### src/capture_pkg.sv
package capture_pkg;

   // one capture word, read back as two bytes
   localparam int SAMPLE_W = 16;

   // shared capture FIFO
   localparam int FIFO_DEPTH = 16;
   localparam int FIFO_PTR_W = $clog2(FIFO_DEPTH);
   localparam int FIFO_CNT_W = 5;   // must hold FIFO_DEPTH itself

   // source select, bit 0 of the control register
   localparam logic SRC_TRACE = 1'b0;
   localparam logic SRC_LA    = 1'b1;

   // divider bit for the error flash
   localparam int FLASH_BIT = 3;

endpackage

### src/usb_bus_pkg.sv
package usb_bus_pkg;

   // byte index inside one two-byte word
   localparam int BYTECNT_W = 1;

   // bus address, read flat for the FIFO port and split for register blocks
   typedef union packed {
      logic [7:0] flat;
      struct packed {
         logic [2:0] block;
         logic [4:0] offset;
      } field;
   } reg_addr_u;

   localparam logic [7:0] FIFO_DATA_ADDR = 8'h03;   // FIFO data port, flat view
   localparam logic [2:0] CTRL_BLOCK     = 3'd1;    // capture register block

   // register offsets inside CTRL_BLOCK
   localparam logic [4:0] OFS_CTRL      = 5'd0;
   localparam logic [4:0] OFS_STATUS    = 5'd1;     // read only
   localparam logic [4:0] OFS_CLEAR     = 5'd2;     // write only
   localparam logic [4:0] OFS_WORDCOUNT = 5'd4;     // low byte first

   // control bits
   localparam int CTRL_SRC_BIT = 0;
   localparam int CTRL_EN_BIT  = 1;

   // status bits
   localparam int STAT_EMPTY_BIT = 0;
   localparam int STAT_FULL_BIT  = 1;
   localparam int STAT_OVF_BIT   = 2;   // sticky until cleared

   localparam int CLEAR_ERR_BIT = 0;

endpackage

### src/capture_ctrl_regs.sv
`timescale 1ns/1ps

module capture_ctrl_regs
   import usb_bus_pkg::*, capture_pkg::*;
(
   input  logic                  clk_usb_buf,
   input  logic                  rst_n_i,
   input  logic [4:0]            reg_offset_i,
   input  logic [BYTECNT_W-1:0]  reg_bytecnt_i,
   input  logic [7:0]            reg_wdata_i,
   input  logic                  reg_write_i,
   input  logic                  reg_read_i,
   input  logic                  fifo_empty_i,
   input  logic                  fifo_full_i,
   input  logic                  overflow_i,
   input  logic [FIFO_CNT_W-1:0] fifo_count_i,
   output logic [7:0]            regs_rdata_o,
   output logic                  src_sel_o,
   output logic                  capture_en_o,
   output logic                  clear_errors_o
);

   logic [15:0] word_count;
   logic [7:0]  status_byte;
   logic [7:0]  rd_byte;

   assign word_count = 16'(fifo_count_i);

   always_comb begin
      status_byte                 = 8'h00;
      status_byte[STAT_EMPTY_BIT] = fifo_empty_i;
      status_byte[STAT_FULL_BIT]  = fifo_full_i;
      status_byte[STAT_OVF_BIT]   = overflow_i;
   end

   always_comb begin
      rd_byte = 8'h00;
      case (reg_offset_i)
         OFS_CTRL: begin
            rd_byte[CTRL_SRC_BIT] = src_sel_o;
            rd_byte[CTRL_EN_BIT]  = capture_en_o;
         end
         OFS_STATUS:    rd_byte = status_byte;
         OFS_WORDCOUNT: rd_byte = reg_bytecnt_i[0] ? word_count[15:8] : word_count[7:0];
         default:       rd_byte = 8'h00;   // clear register reads as zero
      endcase
   end

   always_ff @(posedge clk_usb_buf) begin
      if (!rst_n_i) begin
         src_sel_o      <= SRC_TRACE;
         capture_en_o   <= 1'b0;
         clear_errors_o <= 1'b0;
      end else begin
         // single cycle pulse per write
         clear_errors_o <= reg_write_i && (reg_offset_i == OFS_CLEAR)
                           && reg_wdata_i[CLEAR_ERR_BIT];
         if (reg_write_i && (reg_offset_i == OFS_CTRL)) begin
            src_sel_o    <= reg_wdata_i[CTRL_SRC_BIT];
            capture_en_o <= reg_wdata_i[CTRL_EN_BIT];
         end
      end
   end

   always_ff @(posedge clk_usb_buf) begin
      if (reg_read_i)
         regs_rdata_o <= rd_byte;
   end

endmodule

### src/capture_fifo.sv
`timescale 1ns/1ps

module capture_fifo
   import usb_bus_pkg::*, capture_pkg::*;
(
   input  logic                  clk_usb_buf,
   input  logic                  rst_n_i,
   input  logic                  trace_valid_i,
   input  logic [SAMPLE_W-1:0]   trace_data_i,
   input  logic                  la_valid_i,
   input  logic [SAMPLE_W-1:0]   la_data_i,
   input  logic                  src_sel_i,
   input  logic                  capture_en_i,
   input  logic                  clear_errors_i,
   input  logic                  fifo_rd_i,
   input  logic [BYTECNT_W-1:0]  reg_bytecnt_i,
   output logic                  trace_ready_o,
   output logic                  la_ready_o,
   output logic [7:0]            fifo_rdata_o,
   output logic                  fifo_empty_o,
   output logic                  fifo_full_o,
   output logic [FIFO_CNT_W-1:0] fifo_count_o,
   output logic                  overflow_o
);

   logic [SAMPLE_W-1:0]   mem [FIFO_DEPTH];
   logic [FIFO_PTR_W-1:0] wr_ptr;
   logic [FIFO_PTR_W-1:0] rd_ptr;
   logic [SAMPLE_W-1:0]   sel_data;
   logic [SAMPLE_W-1:0]   head_word;
   logic                  sel_valid;
   logic                  accept;
   logic                  push;
   logic                  pop;
   logic                  lost;

   assign fifo_empty_o = (fifo_count_o == '0);
   assign fifo_full_o  = (fifo_count_o == FIFO_CNT_W'(FIFO_DEPTH));

   // only the selected source sees ready
   assign accept        = capture_en_i && !fifo_full_o;
   assign trace_ready_o = accept && (src_sel_i == SRC_TRACE);
   assign la_ready_o    = accept && (src_sel_i == SRC_LA);

   assign sel_valid = (src_sel_i == SRC_LA) ? la_valid_i : trace_valid_i;
   assign sel_data  = (src_sel_i == SRC_LA) ? la_data_i : trace_data_i;

   assign push = sel_valid && accept;
   assign lost = sel_valid && capture_en_i && fifo_full_o;   // live source, word dropped

   // high byte read retires the head word
   assign pop       = fifo_rd_i && reg_bytecnt_i[0] && !fifo_empty_o;
   assign head_word = mem[rd_ptr];

   always_ff @(posedge clk_usb_buf) begin
      if (push)
         mem[wr_ptr] <= sel_data;
      if (fifo_rd_i) begin
         if (fifo_empty_o)
            fifo_rdata_o <= 8'h00;
         else
            fifo_rdata_o <= reg_bytecnt_i[0] ? head_word[SAMPLE_W-1 -: 8] : head_word[7:0];
      end
   end

   always_ff @(posedge clk_usb_buf) begin
      if (!rst_n_i) begin
         wr_ptr       <= '0;
         rd_ptr       <= '0;
         fifo_count_o <= '0;
         overflow_o   <= 1'b0;
      end else begin
         if (push)
            wr_ptr <= wr_ptr + 1'b1;
         if (pop)
            rd_ptr <= rd_ptr + 1'b1;
         case ({push, pop})
            2'b10:   fifo_count_o <= fifo_count_o + 1'b1;
            2'b01:   fifo_count_o <= fifo_count_o - 1'b1;
            default: fifo_count_o <= fifo_count_o;
         endcase
         // clear wins over a loss in the same cycle
         if (clear_errors_i)
            overflow_o <= 1'b0;
         else if (lost)
            overflow_o <= 1'b1;
      end
   end

   // a full FIFO leaves the oldest word untouched
   a_no_push_full: assert property (@(posedge clk_usb_buf) disable iff (!rst_n_i)
      (fifo_full_o && !pop) |=> $stable(head_word));

   a_count_bound: assert property (@(posedge clk_usb_buf) disable iff (!rst_n_i)
      (fifo_count_o <= FIFO_CNT_W'(FIFO_DEPTH)));

endmodule

### src/capture_top.sv
`timescale 1ns/1ps

module capture_top
   import usb_bus_pkg::*, capture_pkg::*;
(
   input  logic                clk_usb_buf,
   input  logic                rst_n_i,
   input  logic [7:0]          usb_addr_i,
   input  logic [7:0]          usb_data_i,
   input  logic                usb_rdn_i,
   input  logic                usb_wrn_i,
   input  logic                usb_cen_i,
   input  logic                trace_valid_i,
   input  logic [SAMPLE_W-1:0] trace_data_i,
   output logic                trace_ready_o,
   input  logic                la_valid_i,
   input  logic [SAMPLE_W-1:0] la_data_i,
   output logic                la_ready_o,
   output logic [7:0]          usb_data_o,
   output logic                usb_data_oe_o,
   output logic                led_armed_o,
   output logic                led_cap_o,
   output logic                led_error_o
);

   logic [4:0]            reg_offset;
   logic [BYTECNT_W-1:0]  reg_bytecnt;
   logic [7:0]            reg_wdata;
   logic                  reg_write;
   logic                  reg_read;
   logic                  fifo_rd;
   logic [7:0]            regs_rdata;
   logic [7:0]            fifo_rdata;
   logic                  src_sel;
   logic                  capture_en;
   logic                  clear_errors;
   logic                  fifo_empty;
   logic                  fifo_full;
   logic [FIFO_CNT_W-1:0] fifo_count;
   logic                  overflow;

   usb_reg_port i_usb_reg_port (
      .clk_usb_buf, .rst_n_i,
      .usb_addr_i, .usb_data_i, .usb_rdn_i, .usb_wrn_i, .usb_cen_i,
      .regs_rdata_i  (regs_rdata),
      .fifo_rdata_i  (fifo_rdata),
      .usb_data_o, .usb_data_oe_o,
      .reg_offset_o  (reg_offset),
      .reg_bytecnt_o (reg_bytecnt),
      .reg_wdata_o   (reg_wdata),
      .reg_write_o   (reg_write),
      .reg_read_o    (reg_read),
      .fifo_rd_o     (fifo_rd)
   );

   capture_ctrl_regs i_capture_ctrl_regs (
      .clk_usb_buf, .rst_n_i,
      .reg_offset_i   (reg_offset),
      .reg_bytecnt_i  (reg_bytecnt),
      .reg_wdata_i    (reg_wdata),
      .reg_write_i    (reg_write),
      .reg_read_i     (reg_read),
      .fifo_empty_i   (fifo_empty),
      .fifo_full_i    (fifo_full),
      .overflow_i     (overflow),
      .fifo_count_i   (fifo_count),
      .regs_rdata_o   (regs_rdata),
      .src_sel_o      (src_sel),
      .capture_en_o   (capture_en),
      .clear_errors_o (clear_errors)
   );

   capture_fifo i_capture_fifo (
      .clk_usb_buf, .rst_n_i,
      .trace_valid_i, .trace_data_i, .la_valid_i, .la_data_i,
      .src_sel_i      (src_sel),
      .capture_en_i   (capture_en),
      .clear_errors_i (clear_errors),
      .fifo_rd_i      (fifo_rd),
      .reg_bytecnt_i  (reg_bytecnt),
      .trace_ready_o, .la_ready_o,
      .fifo_rdata_o   (fifo_rdata),
      .fifo_empty_o   (fifo_empty),
      .fifo_full_o    (fifo_full),
      .fifo_count_o   (fifo_count),
      .overflow_o     (overflow)
   );

   status_leds i_status_leds (
      .clk_usb_buf, .rst_n_i,
      .capture_en_i (capture_en),
      .fifo_empty_i (fifo_empty),
      .overflow_i   (overflow),
      .led_armed_o, .led_cap_o, .led_error_o
   );

endmodule

### src/status_leds.sv
`timescale 1ns/1ps

module status_leds
   import capture_pkg::*;
(
   input  logic clk_usb_buf,
   input  logic rst_n_i,
   input  logic capture_en_i,
   input  logic fifo_empty_i,
   input  logic overflow_i,
   output logic led_armed_o,
   output logic led_cap_o,
   output logic led_error_o
);

   logic [FLASH_BIT:0] div_q;   // free running, only the top bit is seen

   always_ff @(posedge clk_usb_buf) begin
      if (!rst_n_i) begin
         div_q       <= '0;
         led_armed_o <= 1'b0;
         led_cap_o   <= 1'b0;
         led_error_o <= 1'b0;
      end else begin
         div_q       <= div_q + 1'b1;
         led_armed_o <= capture_en_i;
         led_cap_o   <= !fifo_empty_i;   // data waiting
         // flash while overflow is pending
         led_error_o <= overflow_i && div_q[FLASH_BIT];
      end
   end

endmodule

### src/usb_reg_port.sv
`timescale 1ns/1ps

module usb_reg_port
   import usb_bus_pkg::*;
(
   input  logic                 clk_usb_buf,
   input  logic                 rst_n_i,
   input  logic [7:0]           usb_addr_i,
   input  logic [7:0]           usb_data_i,
   input  logic                 usb_rdn_i,
   input  logic                 usb_wrn_i,
   input  logic                 usb_cen_i,
   input  logic [7:0]           regs_rdata_i,
   input  logic [7:0]           fifo_rdata_i,
   output logic [7:0]           usb_data_o,
   output logic                 usb_data_oe_o,
   output logic [4:0]           reg_offset_o,
   output logic [BYTECNT_W-1:0] reg_bytecnt_o,
   output logic [7:0]           reg_wdata_o,
   output logic                 reg_write_o,
   output logic                 reg_read_o,
   output logic                 fifo_rd_o
);

   logic                 rdn_q;
   logic                 rdn_qq;
   logic                 wrn_q;
   logic                 wrn_qq;
   logic                 cen_q;
   reg_addr_u            addr_q;
   logic [7:0]           data_q;
   logic                 rd_strobe;
   logic                 wr_strobe;
   logic                 ctrl_hit;
   logic                 fifo_hit;
   logic [BYTECNT_W-1:0] bytecnt_q;
   logic                 rd_pend;
   logic                 rsp_vld;
   logic                 rsp_ctrl;
   logic                 rsp_fifo;
   logic [7:0]           rsp_byte;
   logic [7:0]           data_hold;

   // falling edge of a strobe inside an active chip select
   assign rd_strobe = !rdn_q && rdn_qq && !cen_q;
   assign wr_strobe = !wrn_q && wrn_qq && !cen_q;

   assign ctrl_hit = (addr_q.field.block == CTRL_BLOCK);
   assign fifo_hit = (addr_q.flat == FIFO_DATA_ADDR);

   assign usb_data_oe_o = !rdn_q && !cen_q;

   // unmapped reads fall through to zero
   assign rsp_byte   = rsp_fifo ? fifo_rdata_i : (rsp_ctrl ? regs_rdata_i : 8'h00);
   assign usb_data_o = rsp_vld ? rsp_byte : data_hold;

   always_ff @(posedge clk_usb_buf) begin
      addr_q <= usb_addr_i;
      data_q <= usb_data_i;
      if (rd_strobe || wr_strobe) begin
         reg_offset_o  <= addr_q.field.offset;
         reg_bytecnt_o <= bytecnt_q;   // index before this strobe
      end
      if (wr_strobe)
         reg_wdata_o <= data_q;
      if (rsp_vld)
         data_hold <= rsp_byte;   // keep driving until rdn rises
   end

   always_ff @(posedge clk_usb_buf) begin
      if (!rst_n_i) begin
         rdn_q       <= 1'b1;
         rdn_qq      <= 1'b1;
         wrn_q       <= 1'b1;
         wrn_qq      <= 1'b1;
         cen_q       <= 1'b1;
         bytecnt_q   <= '0;
         reg_write_o <= 1'b0;
         reg_read_o  <= 1'b0;
         fifo_rd_o   <= 1'b0;
         rd_pend     <= 1'b0;
         rsp_vld     <= 1'b0;
         rsp_ctrl    <= 1'b0;
         rsp_fifo    <= 1'b0;
      end else begin
         rdn_q  <= usb_rdn_i;
         rdn_qq <= rdn_q;
         wrn_q  <= usb_wrn_i;
         wrn_qq <= wrn_q;
         cen_q  <= usb_cen_i;
         if (cen_q)
            bytecnt_q <= '0;
         else if (rd_strobe || wr_strobe)
            bytecnt_q <= bytecnt_q + 1'b1;
         reg_write_o <= wr_strobe && ctrl_hit;
         reg_read_o  <= rd_strobe && ctrl_hit;
         fifo_rd_o   <= rd_strobe && fifo_hit;
         rd_pend     <= rd_strobe;
         rsp_vld     <= rd_pend;   // read data arrives one cycle after the pulse
         rsp_ctrl    <= reg_read_o;
         rsp_fifo    <= fifo_rd_o;
      end
   end

   // bus only driven inside a chip-select burst
   a_oe_needs_cen: assert property (@(posedge clk_usb_buf) disable iff (!rst_n_i)
      usb_cen_i |-> !usb_data_oe_o);

endmodule
### config.mk
export PLATFORM = sky130hd
export DESIGN_NAME = capture_top
export DESIGN_NICKNAME = d
export VERILOG_FILES = /design/src/capture_pkg.sv /design/src/usb_bus_pkg.sv /design/src/capture_ctrl_regs.sv /design/src/capture_fifo.sv /design/src/capture_top.sv /design/src/status_leds.sv /design/src/usb_reg_port.sv
export SDC_FILE = /design/constraint.sdc
export NUM_CORES = 1
export LEC_CHECK = 0
export BUFFER_PORTS_ARGS = -buffer_cell sky130_fd_sc_hd__buf_4
export CAP_MARGIN = 20
export CORE_MARGIN = 5
export CORE_UTILIZATION = 28
export CTS_CLUSTER_SIZE = 12
export DETAILED_ROUTE_END_ITERATION = 7
export PLACE_DENSITY = 0.48
export REMOVE_ABC_BUFFERS = 1
export SYNTH_ARGS = -nofsm -noshare
export SYNTH_HDL_FRONTEND = slang
export SYNTH_SLANG_ARGS = --single-unit
### constraint.sdc
create_clock -name clk_usb_buf -period 5.7 [get_ports clk_usb_buf]
set_input_delay 0.285 -clock clk_usb_buf [delete_from_list [all_inputs] [get_ports clk_usb_buf]]
set_output_delay 0.285 -clock clk_usb_buf [all_outputs]
set_load 0.02 [all_outputs]
Word-level counts from Yosys, hierarchy flattened
Memories as Yosys holds them, arrays and structs flattened. A register that Yosys moved wholly into a read port is not among the register bits.
Index checks and enable logic that the tools add are counted.
- register bits: 79
- RAM bits: 256
- input bits: 55
- output and inout port bits: 14
- logic and storage cells: 94
- memories: 1
- $add $sub $neg: 6
- equal/unequal tests: 8
- multiplexer cells: 14
- bitwise logic cells: 2
- reductions and logical operators: 31
- memory list (name ; depth ; bits a word ; rd ports ; clocked after memory_dff ; wr ports ; line ; RTL):
    i_capture_fifo.mem ; 16 ; 16 ; 1 ; 1 ; 1 ; capture_fifo.sv:26 ; logic [SAMPLE_W-1:0] mem [FIFO_DEPTH];
- operators by type and width (kind ; number):
    $mux 8 ; 4
    $logic_and 1x1->1 ; 20
    $mux 16 ; 1
    $add 4x1->4 const B ; 3
    $pmux 6 s2 ; 1
    $logic_not 5->1 ; 2
    $pmux 5 s2 ; 1
    $eq 8x2->1 const B ; 1
    $mux 4 ; 2
    $pmux 2 s3 ; 1
    $add 5x1->5 const B ; 1
    $eq 5x1->1 const B ; 1
    $eq 5x2->1 const B ; 1
    $eq 5x3->1 const B ; 1
    $eq 5x5->1 const B ; 1
    $logic_not 1->1 ; 5
    $mux 5 ; 1
    $sub 5x1->5 const B ; 1
    $reduce_or 2->1 ; 2
    $eq 3x1->1 const B ; 1
    $mux 1 ; 3
    $eq 2x1->1 const B ; 1
    $eq 2x2->1 const B ; 1
    $not 1->1 ; 2
    other kinds (3) ; 3

Logic depth before layout (Yosys ltp)
Gate-level depths: netlist of the first run.
- word-level depth: 6
- gate-level depth with buffers: 13
- depth with buffers taken out: 11

Hierarchy
Synthesis of the first run repeated with hierarchy kept, for this count alone.
- cell total of the unflattened synthesis: 732
- area, all modules: 13451.7 sq um
- by module, submodules not included (module ; times used ; cells an instance ; area an instance (sq um) ; seq. area each (sq um)):
    capture_fifo ; 1 ; 575 ; 11342.1 ; 8287.9
    usb_reg_port ; 1 ; 105 ; 1487.7 ; 1161.1
    capture_ctrl_regs ; 1 ; 33 ; 397.9 ; 210.2
    status_leds ; 1 ; 19 ; 224.0 ; 140.1

Worst setup path before layout of the first run
No wires, ideal clock.
- path type: register to register
- start: register i_capture_fifo.fifo_count_o[1]
- end: memory i_capture_fifo.mem[3][0] (enable)
- library setup time: 0.409 ns
- arrival: 2.275 ns
- required time: 5.291 ns
- path slack: 3.016 ns
- stages on the path, launching flop included: 6
- buffers on the path: 1
- clock period less this slack: 2.684 ns
- cells stage by stage: dfxtp_1 buf_2 nor4_4 a211oi_4 nand2_1 nor3_1
- cells in the longest elaborated chain, start to end: 6
- RTL lines (what ; line ; RTL):
    start: declaration ; capture_fifo.sv:22 ; output logic [FIFO_CNT_W-1:0] fifo_count_o,
    start signal: assignment ; capture_fifo.sv:78 ; 2'b10: fifo_count_o <= fifo_count_o + 1'b1;
    start signal: assignment ; capture_fifo.sv:79 ; 2'b01: fifo_count_o <= fifo_count_o - 1'b1;
    start signal: assignment ; capture_fifo.sv:80 ; default: fifo_count_o <= fifo_count_o;
    $eq 5x5->1 ; capture_fifo.sv:38 ; assign fifo_full_o = (fifo_count_o == FIFO_CNT_W'(FIFO_DEPTH));
    $logic_not 1->1 ; capture_fifo.sv:41 ; assign accept = capture_en_i && !fifo_full_o;
    $logic_and 1x1->1 ; capture_fifo.sv:41 ;
    $logic_and 1x1->1 ; capture_fifo.sv:48 ; assign push = sel_valid && accept;
    $mux 1 ; capture_fifo.sv:56 ; if (push)
    $mux 1 (implied by the code) ; capture_fifo.sv:57 ; mem[wr_ptr] <= sel_data;
    end: declaration ; capture_fifo.sv:26 ;
No other way between the ends.

Worst setup path in the final report of the first run
- start: register i_capture_ctrl_regs.src_sel_o
- end: register i_capture_fifo.fifo_count_o[4]
- cells in the longest elaborated chain, start to end: 4
- elaborated cells between the ends (all ways): 6
- classes of those cells: eq/ne (2); mux (2); reduce/logical (2)
- RTL lines (what ; line ; RTL):
    start: declaration ; capture_ctrl_regs.sv:18 ; output logic src_sel_o,
    start signal: assignment ; capture_ctrl_regs.sv:59 ; src_sel_o <= reg_wdata_i[CTRL_SRC_BIT];
    $mux 1 * ; capture_fifo.sv:45 ; assign sel_valid = (src_sel_i == SRC_LA) ? la_valid_i : trace_valid_i;
    $logic_and 1x1->1 * ; capture_fifo.sv:48 ;
    $eq 2x1->1 / $eq 2x2->1 (equally long branches) ; capture_fifo.sv:77 ; case ({push, pop})
    $pmux 5 s2 / $reduce_bool 2->1 (equally long branches) ; - ;
Mark *: on every way between the ends. The rest lies on a longest branch, timed or not.
A chain may end at the register's enable or synchronous reset.

==> out/metrics.yaml, run 1 <==
grt_pass1_wl_um: 43800
cp-end-kind: "flip-flop"
syn_area_per_cell_um2: 17.8
ioPinCount: 69
num_rows: 79
yosysUniqueCellTypes: 51
cp.required_ps: 6150
synth-seq-area-share: 0.724
synth_seq_cells: 336
totalWireLength_um: 29200
drv_cap: 0
drc: 0
grt.total_usage: 0.113
areaGrowthSynthToFinish_pct: 18.5
dieArea_um2: 51300
grt_max_degree: 59
cts_tree: "yes"
arrival_ps: 3870
coreArea_um2: 46500
diodes: 0
syn_area_um2: 13100
wl_per_cell_um: 20.0
nets: 889
timing.final.crit_share: 0.599
overflow: 0
mostFrequentLayoutCell: "edfxtp_1"
holdWs_ps: 71.9
synth_top_flop_cell: "edfxtp_1"
drive_gt1_frac: 0.268
cts_sinks: 336
hold_viol_final: 0
max_slew_margin: 0.275
place_congestion: 0.701
drt_iter0_drc: 352
die_h_um: 226
antenna_found_initial: 0
htreeDepth: 2
worstMarginPinSlew_ps: 1090
fillers: 4487
ys_async_sr_fraction: 0
grt_pass1_vias: 6779
start_kind: "flip-flop"
hold_path_class: "input port to flip-flop"
skew_ps: 11.6
cts.clk_slew.worst_paths_ps: 60
p_leak_nw: 4.96
fmax_ghz: 0.293
vias_per_cell: 4.53
post-route-util: 0.335
maxSlewViolCount: 0
fp.dieW_um: 226
dr.pass1.iters: 4
tns_ps: 0
setup_viol: 0
min_period_ps: 3420
initial_core_util: 0.282
hold_buffers: 13
dp_hpwl_um: 17300
path_max_fanout: 21
synth_edf_count: 277
final_cell_mix: "edfxtp_1 (277), buf_4 (74), dfxtp_1 (55)"
cts_resized: 0
postCtsSetupBuffers: 0
clockBufferDepth: 3
irDropWorstVdd_uv: 152
port_buffers: 62
syn_inst: 735
ant_nets: 0
total_power_mw: 5.11
clk_latency_ps: 520
run_status: "complete, no violations"
num_vias: 6600
crit_type: "flip-flop to flip-flop"
cts-root-buf: "clkbuf_16"
power_density_nw_per_um2: 329
synth_warnings: 0
cts_buffers: 37
rsz0062_at_grt: "false"
-- cell families after synthesis --
kind of cell	count (synthesis)	share of synthesized area
flip-flops	336	0.724
AND/OR/NAND/NOR	144	0.0608
multiplexers	111	0.134
AO/OA/AOI/OAI	72	0.0406
buffers and inverters	49	0.0224
XOR/XNOR	13	0.00868
adder cells (fa/ha/maj)	10	0.00954
-- critical path, stage by stage, from the launching register on --
cell      delay [ps]
dfxtp_2          840
mux2i_1          280
a211oi_4         560
inv_1            130
ha_1             350
xor2_1           190
ha_1             230
a211o_1          270
nand2_1           70
nand3b_1          70
a31oi_1          180
mux2i_1          190
-- final cells by class --
class	count	area (µm²)	area share
clock inverter	12	111	0.00716
sequential	336	9510	0.612
clock buffer	54	1040	0.0670
multi-input combinational	350	3370	0.217
tap	607	759	0.0489
inverter	10	37.5	0.00241
timing repair buffer	89	716	0.0460
-- worst paths after layout --
path,from,endpoint,slack [ps],cells past startpoint
max,i_capture_ctrl_regs.src_sel_o,i_capture_fifo.fifo_count_o[4],2280,11
min,rst_n_i,i_usb_reg_port.rdn_q,70,2
max reg2reg,i_capture_ctrl_regs.src_sel_o,i_capture_fifo.fifo_count_o[4],2280,11
min reg2reg,i_capture_ctrl_regs.clear_errors_o,i_capture_fifo.overflow_o,400,1
-- metal layers --
layer	share of wire	wire [µm]	global-route usage
met2	0.48	14000	0.185
met4	0.015	434	0.0270
met3	0.045	1310	0.0207
met5	0	0	0
met1	0.46	13400	0.158
-- power breakdown --
part	internal, mW	leakage, nW	switching [mW]
clock	1.36	0.559	0.925
sequential	2.67	2.97	0.00934
combinational	0.0583	1.44	0.0819
-- per-stage QoR --
step	worst slack, ps	std cells	instance area [µm²]
6_report	2280	1458	15500
5_1_grt	1960	1458	15500
4_1_cts	2140	1456	15500
3_5_place_dp	2130	1377	14200
3_3_place_gp	2150	1377	14200
2_1_floorplan	2140	696	12900
-- Yosys cell counts (all sizes together) (10+ instances only) --
master / number / share of area
dfxtp: 59 / 0.090
buf: 26 / 0.016
ha: 10 / 0.0095
mux4: 48 / 0.082
nor2: 47 / 0.013
mux2: 32 / 0.027
nor4: 13 / 0.011
clkbuf: 13 / 0.0038
nor2b: 20 / 0.0095
a211oi: 17 / 0.011
inv: 10 / 0.0029
edfxtp: 277 / 0.63
nand2b: 12 / 0.0057
a21oi: 10 / 0.0038
nand2: 19 / 0.0054
mux2i: 31 / 0.024
-- sequential cells by signal, summed over array words and instances (netlist names), 2 cells and up, named ones only --
name	cells
i_capture_fifo.wr_ptr	4
i_usb_reg_port.data_hold	8
i_status_leds.div_q	4
i_capture_ctrl_regs.regs_rdata_o	5
i_capture_fifo.rd_ptr	4
i_usb_reg_port.reg_offset_o	5
i_capture_fifo.fifo_count_o	5
i_usb_reg_port.addr_q	8
i_usb_reg_port.reg_wdata_o	2
i_capture_fifo.mem	256
i_usb_reg_port.data_q	2
i_capture_fifo.fifo_rdata_o	8
(Power assumes the default switching activity.)
==> run 2, diff against run 1 <==
PLACE_DENSITY = 0.49   (was 0.48)
clock period = 3.1 ns   (was 5.7 ns; I/O delays follow)
==> out/metrics.yaml, run 2 (synthesized netlist as in run 1, its figures left out) <==
run_status: "complete, no violations"
holdWs_ps: 169  # +97.0 ps
max_slew_margin: 0.454  # +0.179
hold_path_class: "input port to flip-flop"
num_rows: 79  # unchanged
initial_core_util: 0.282  # unchanged
p_leak_nw: 5.11  # +2.9%
drc: 0  # unchanged
final_cell_mix: "edfxtp_1 (277), buf_4 (83), dfxtp_1 (55)"
path_max_fanout: 9  # -57%
fmax_ghz: 0.385  # +32%
coreArea_um2: 46500  # unchanged
num_vias: 6738  # +2.1%
hold_viol_final: 0  # unchanged
vias_per_cell: 4.54  # +0.37%
diodes: 0  # unchanged
min_period_ps: 2600  # -818 ps
placedCellCount: 1399  # +1.6%
die_h_um: 226  # unchanged
nets: 913  # +2.7%
ioPinCount: 69  # unchanged
port_buffers: 62  # unchanged
antenna_found_initial: 0  # unchanged
clockBufferDepth: 3  # unchanged
overflow: 0  # unchanged
drv_cap: 0  # unchanged
place_congestion: 0.736  # +5.0%
grt_pass1_vias: 7002  # +3.3%
regMostFlops: "i_capture_fifo.mem"
post-route-util: 0.342  # +0.00695
rsz0062_at_grt: "false"
start_kind: "flip-flop"
fin_cells: 1483  # +1.7%
grt.total_usage: 0.116  # +0.00253
clk_latency_ps: 520  # about the same
cts_tree: "yes"
wl_per_cell_um: 20.0  # about the same
fp.dieW_um: 226  # unchanged
crit_type: "flip-flop to flip-flop"
dieArea_um2: 51300  # unchanged
setup_viol: 0  # unchanged
cp.required_ps: 3550  # -2600 ps
areaGrowthSynthToFinish_pct: 21.0
arrival_ps: 3040  # -830 ps
worstMarginPinSlew_ps: 818  # -268 ps
grt_pass1_wl_um: 44900  # +2.6%
cp-end-kind: "flip-flop"
drive_gt1_frac: 0.280  # +0.0118
dr.pass1.iters: 5  # +1
mostFrequentLayoutCell: "edfxtp_1"
totalWireLength_um: 29700  # +1.8%
irDropWorstVdd_uv: 332  # +120%
skew_ps: 17.3  # +5.70 ps
drt_iter0_drc: 376  # +6.8%
cts-root-buf: "clkbuf_16"
htreeDepth: 2  # unchanged
ant_nets: 0  # unchanged
power_density_nw_per_um2: 588  # +79%
largest_reg_flops: 256  # unchanged
maxSlewViolCount: 0  # unchanged
cts_buffers: 37  # unchanged
timing.final.crit_share: 0.838  # +0.239
fillers: 4420  # -1.5%
cts_sinks: 336  # unchanged
total_power_mw: 9.33  # +83%
dp_hpwl_um: 18700  # +8.2%
cts.clk_slew.worst_paths_ps: 60  # about the same
grt_max_degree: 40  # -32%
-- run 2: cell count changes in the layout (fill, tap and decap cells not counted), moves of 2 or more --
cell / delta
clkinv_1: +5
clkinv_2: -3
buf_4: +9
buf_12: +13
buf_8: -2
dlygate4sd3_1: +4
-- run 2: metal layers --
layer | GRT usage | vias up | wire (µm) | part of all wire
met5 | 0 | - | 0 | 0
met4 | 0.0258 | 0 | 535 | 0.018
met3 | 0.0186 | 38 | 956 | 0.032
met2 | 0.194 | 114 | 14500 | 0.49
met1 | 0.160 | 3468 | 13700 | 0.46
li1 | - | 3118 | - | -
-- run 2: critical path, stage by stage (launching register included) --
cell	delay, ps
dfxtp_1	390
nor4_4	550
a21oi_1	180
ha_1	230
buf_4	170
ha_1	320
nor3b_1	170
o21ai_0	120
a31oi_1	220
mux2i_1	190
-- run 2: final timing paths --
| check | depth (start not counted) | slack, ps | startpoint | to |
|---|---|---|---|---|
| setup reg to reg | 9 | 500 | i_capture_fifo.fifo_count_o[0] | i_capture_fifo.fifo_count_o[4] |
| hold reg to reg | 1 | 390 | i_capture_ctrl_regs.clear_errors_o | i_capture_fifo.overflow_o |
| setup / recovery | 9 | 500 | i_capture_fifo.fifo_count_o[0] | i_capture_fifo.fifo_count_o[4] |
| hold / removal | 5 | 170 | trace_valid_i | i_capture_fifo.overflow_o |
-- run 2: layout make-up --
cell class	count	area, µm²	area share
Timing Repair Buffer	113	1050	0.0664
Tap cell	607	759	0.0479
Inverter	10	37.5	0.00237
Multi-Input combinational cell	350	3370	0.212
Clock buffer	54	1050	0.0663
Sequential cell	336	9510	0.599
Clock inverter	13	86.3	0.00544
-- run 2: stage by stage --
step,setup TNS [ps],instance area [µm²],setup slack [ps]
after floorplan,-3700,12900,-463
after global placement,0,14600,532
after detailed placement,0,14600,487
after CTS,0,15900,483
after global routing,0,15900,352
final,0,15900,503
-- run 2: what timing repair did --
action                     CTS  global route
buffers inserted             0             0
gates resized for setup      0             0
setup endpoints to repair    0             0
hold endpoints to repair    16             0
hold buffers                17             0
-- run 2: where the power goes --
group	total, mW	leakage (nW)	switching, mW	internal, mW
Combinational	0.265	1.59	0.154	0.110
Sequential	4.93	2.97	0.0172	4.92
Clock	4.13	0.552	1.69	2.44
Total	9.33	5.11	1.86	7.47
==> run 3, diff against run 2 <==
clock period = 2.1 ns   (was 3.1 ns; I/O delays follow)
==> out/metrics.yaml, run 3 (synthesized netlist as in run 1, its figures left out) <==
grt_pass1_wl_um: 45400  # +1.1%
crit_type: "flip-flop to flip-flop"
power_density_nw_per_um2: 860  # +46%
cp-end-kind: "flip-flop"
overflow: 0  # unchanged
cts_buffers: 38  # +2.7%
place_congestion: 0.762  # +3.5%
drive_gt1_frac: 0.345  # +0.0652
hold_viol_final: 0  # unchanged
num_vias: 6915  # +2.6%
cts_tree: "yes"
place_ws_ps: -263  # -751 ps
vias_per_cell: 4.52  # -0.46%
mostFrequentLayoutCell: "edfxtp_1"
run_status: "complete, but fails checks"
skew_ps: 17.8  # +0.560 ps
dr.pass1.iters: 4  # -1
num_rows: 79  # unchanged
start_kind: "flip-flop"
ant_nets: 0  # unchanged
port_buffers: 62  # unchanged
violations: "negative setup slack"
min_period_ps: 2290  # -308 ps
fmax_ghz: 0.437  # +13%
coreArea_um2: 46500  # unchanged
hold_path_class: "input port to flip-flop"
ioPinCount: 69  # unchanged
regMostFlops: "i_capture_fifo.mem"
worstMarginPinSlew_ps: 804  # -14.4 ps
die_h_um: 226  # unchanged
drc: 0  # unchanged
total_power_mw: 14.1  # +51%
arrival_ps: 2740  # -300 ps
antenna_found_initial: 0  # unchanged
max_slew_margin: 0.463  # +0.00909
setup_viol: 2  # +2
clockBufferDepth: 3  # unchanged
drt_iter0_drc: 335  # -11%
largest_reg_flops: 256  # unchanged
grt_max_degree: 31  # -23%
fp.dieW_um: 226  # unchanged
grt.total_usage: 0.117  # +0.00103
totalWireLength_um: 30100  # +1.2%
holdWs_ps: 152  # -16.9 ps
nets: 960  # +5.1%
maxSlewViolCount: 0  # unchanged
cts-root-buf: "clkbuf_16"
drv_cap: 0  # unchanged
cts_sinks: 336  # unchanged
wl_per_cell_um: 19.7  # -1.8%
post-route-util: 0.353  # +0.0115
placedCellCount: 1441  # +3.0%
rsz0062_at_grt: "true"
irDropWorstVdd_uv: 628  # +89%
clk_latency_ps: 520  # about the same
cts.clk_slew.worst_paths_ps: 60  # about the same
path_max_fanout: 3  # -6
setup_ws_ps: -189  # -692 ps
areaGrowthSynthToFinish_pct: 25.1
cp.required_ps: 2550  # -1000 ps
htreeDepth: 2  # unchanged
fin_cells: 1529  # +3.1%
initial_core_util: 0.282  # unchanged
dieArea_um2: 51300  # unchanged
dp_hpwl_um: 19300  # +2.8%
final_cell_mix: "edfxtp_1 (277), buf_4 (124), dfxtp_1 (50)"
grt_pass1_vias: 7300  # +4.3%
p_leak_nw: 5.40  # +5.6%
diodes: 0  # unchanged
timing.final.crit_share: 1.09  # +0.252
-- run 3: cell type report --
class                   instances  area [µm²]
inverters                      10        37.5
fillers                      4449       30100
clock buffers                  56        1110
clock inverters                11         103
multi-input cells             350        3450
repair buffers                159        1430
flip-flops and latches        336        9520
well taps                     607         759
-- run 3: per-layer routing --
layer  vias to the layer above  part of all wire  global-route usage
li1                       3215                 -                   -
met1                      3538              0.46               0.161
met2                       119              0.49               0.194
met3                        43             0.034              0.0197
met4                         0             0.020              0.0285
met5                         -                 0                   0
-- run 3: path summary, 6_finish.rpt --
path         depth (start not counted)  slack [ps]                               start                        endpoint
max                                 11        -190      i_capture_fifo.fifo_count_o[0]  i_capture_fifo.fifo_count_o[4]
min                                  5         150                       trace_valid_i       i_capture_fifo.overflow_o
max reg2reg                         11        -190      i_capture_fifo.fifo_count_o[0]  i_capture_fifo.fifo_count_o[4]
min reg2reg                          1         400  i_capture_ctrl_regs.clear_errors_o       i_capture_fifo.overflow_o
-- run 3: repair_timing --
action,in CTS,in global routing
hold endpoints to repair,22,0
buffers inserted,3,1
pin swaps,7,15
resized for setup,11,17
hold buffers,17,0
endpoints found under the setup margin,5,7
-- run 3: critical path, stage by stage, from the launching register on --
cell and delay [ps]:
dfxtp_2 330, nor4_4 330, buf_4 180, a21oi_4 60
ha_4 170, xor2_1 150, ha_2 190, a211o_1 230
nand2_1 70, nand3b_1 110, a31oi_2 220, mux2i_1 190
-- run 3: metrics by stage --
stage	setup TNS [ps]	cell area [µm²]
finish	-278	16400
global route	-619	16400
CTS	-520	16300
detailed placement	-544	14900
global placement	-408	14900
floorplan	-172930	12900
-- run 3: where the power goes --
group / switching, mW / internal [mW]
clock network: 2.52 / 3.91
logic: 0.225 / 0.167
registers: 0.0236 / 7.26
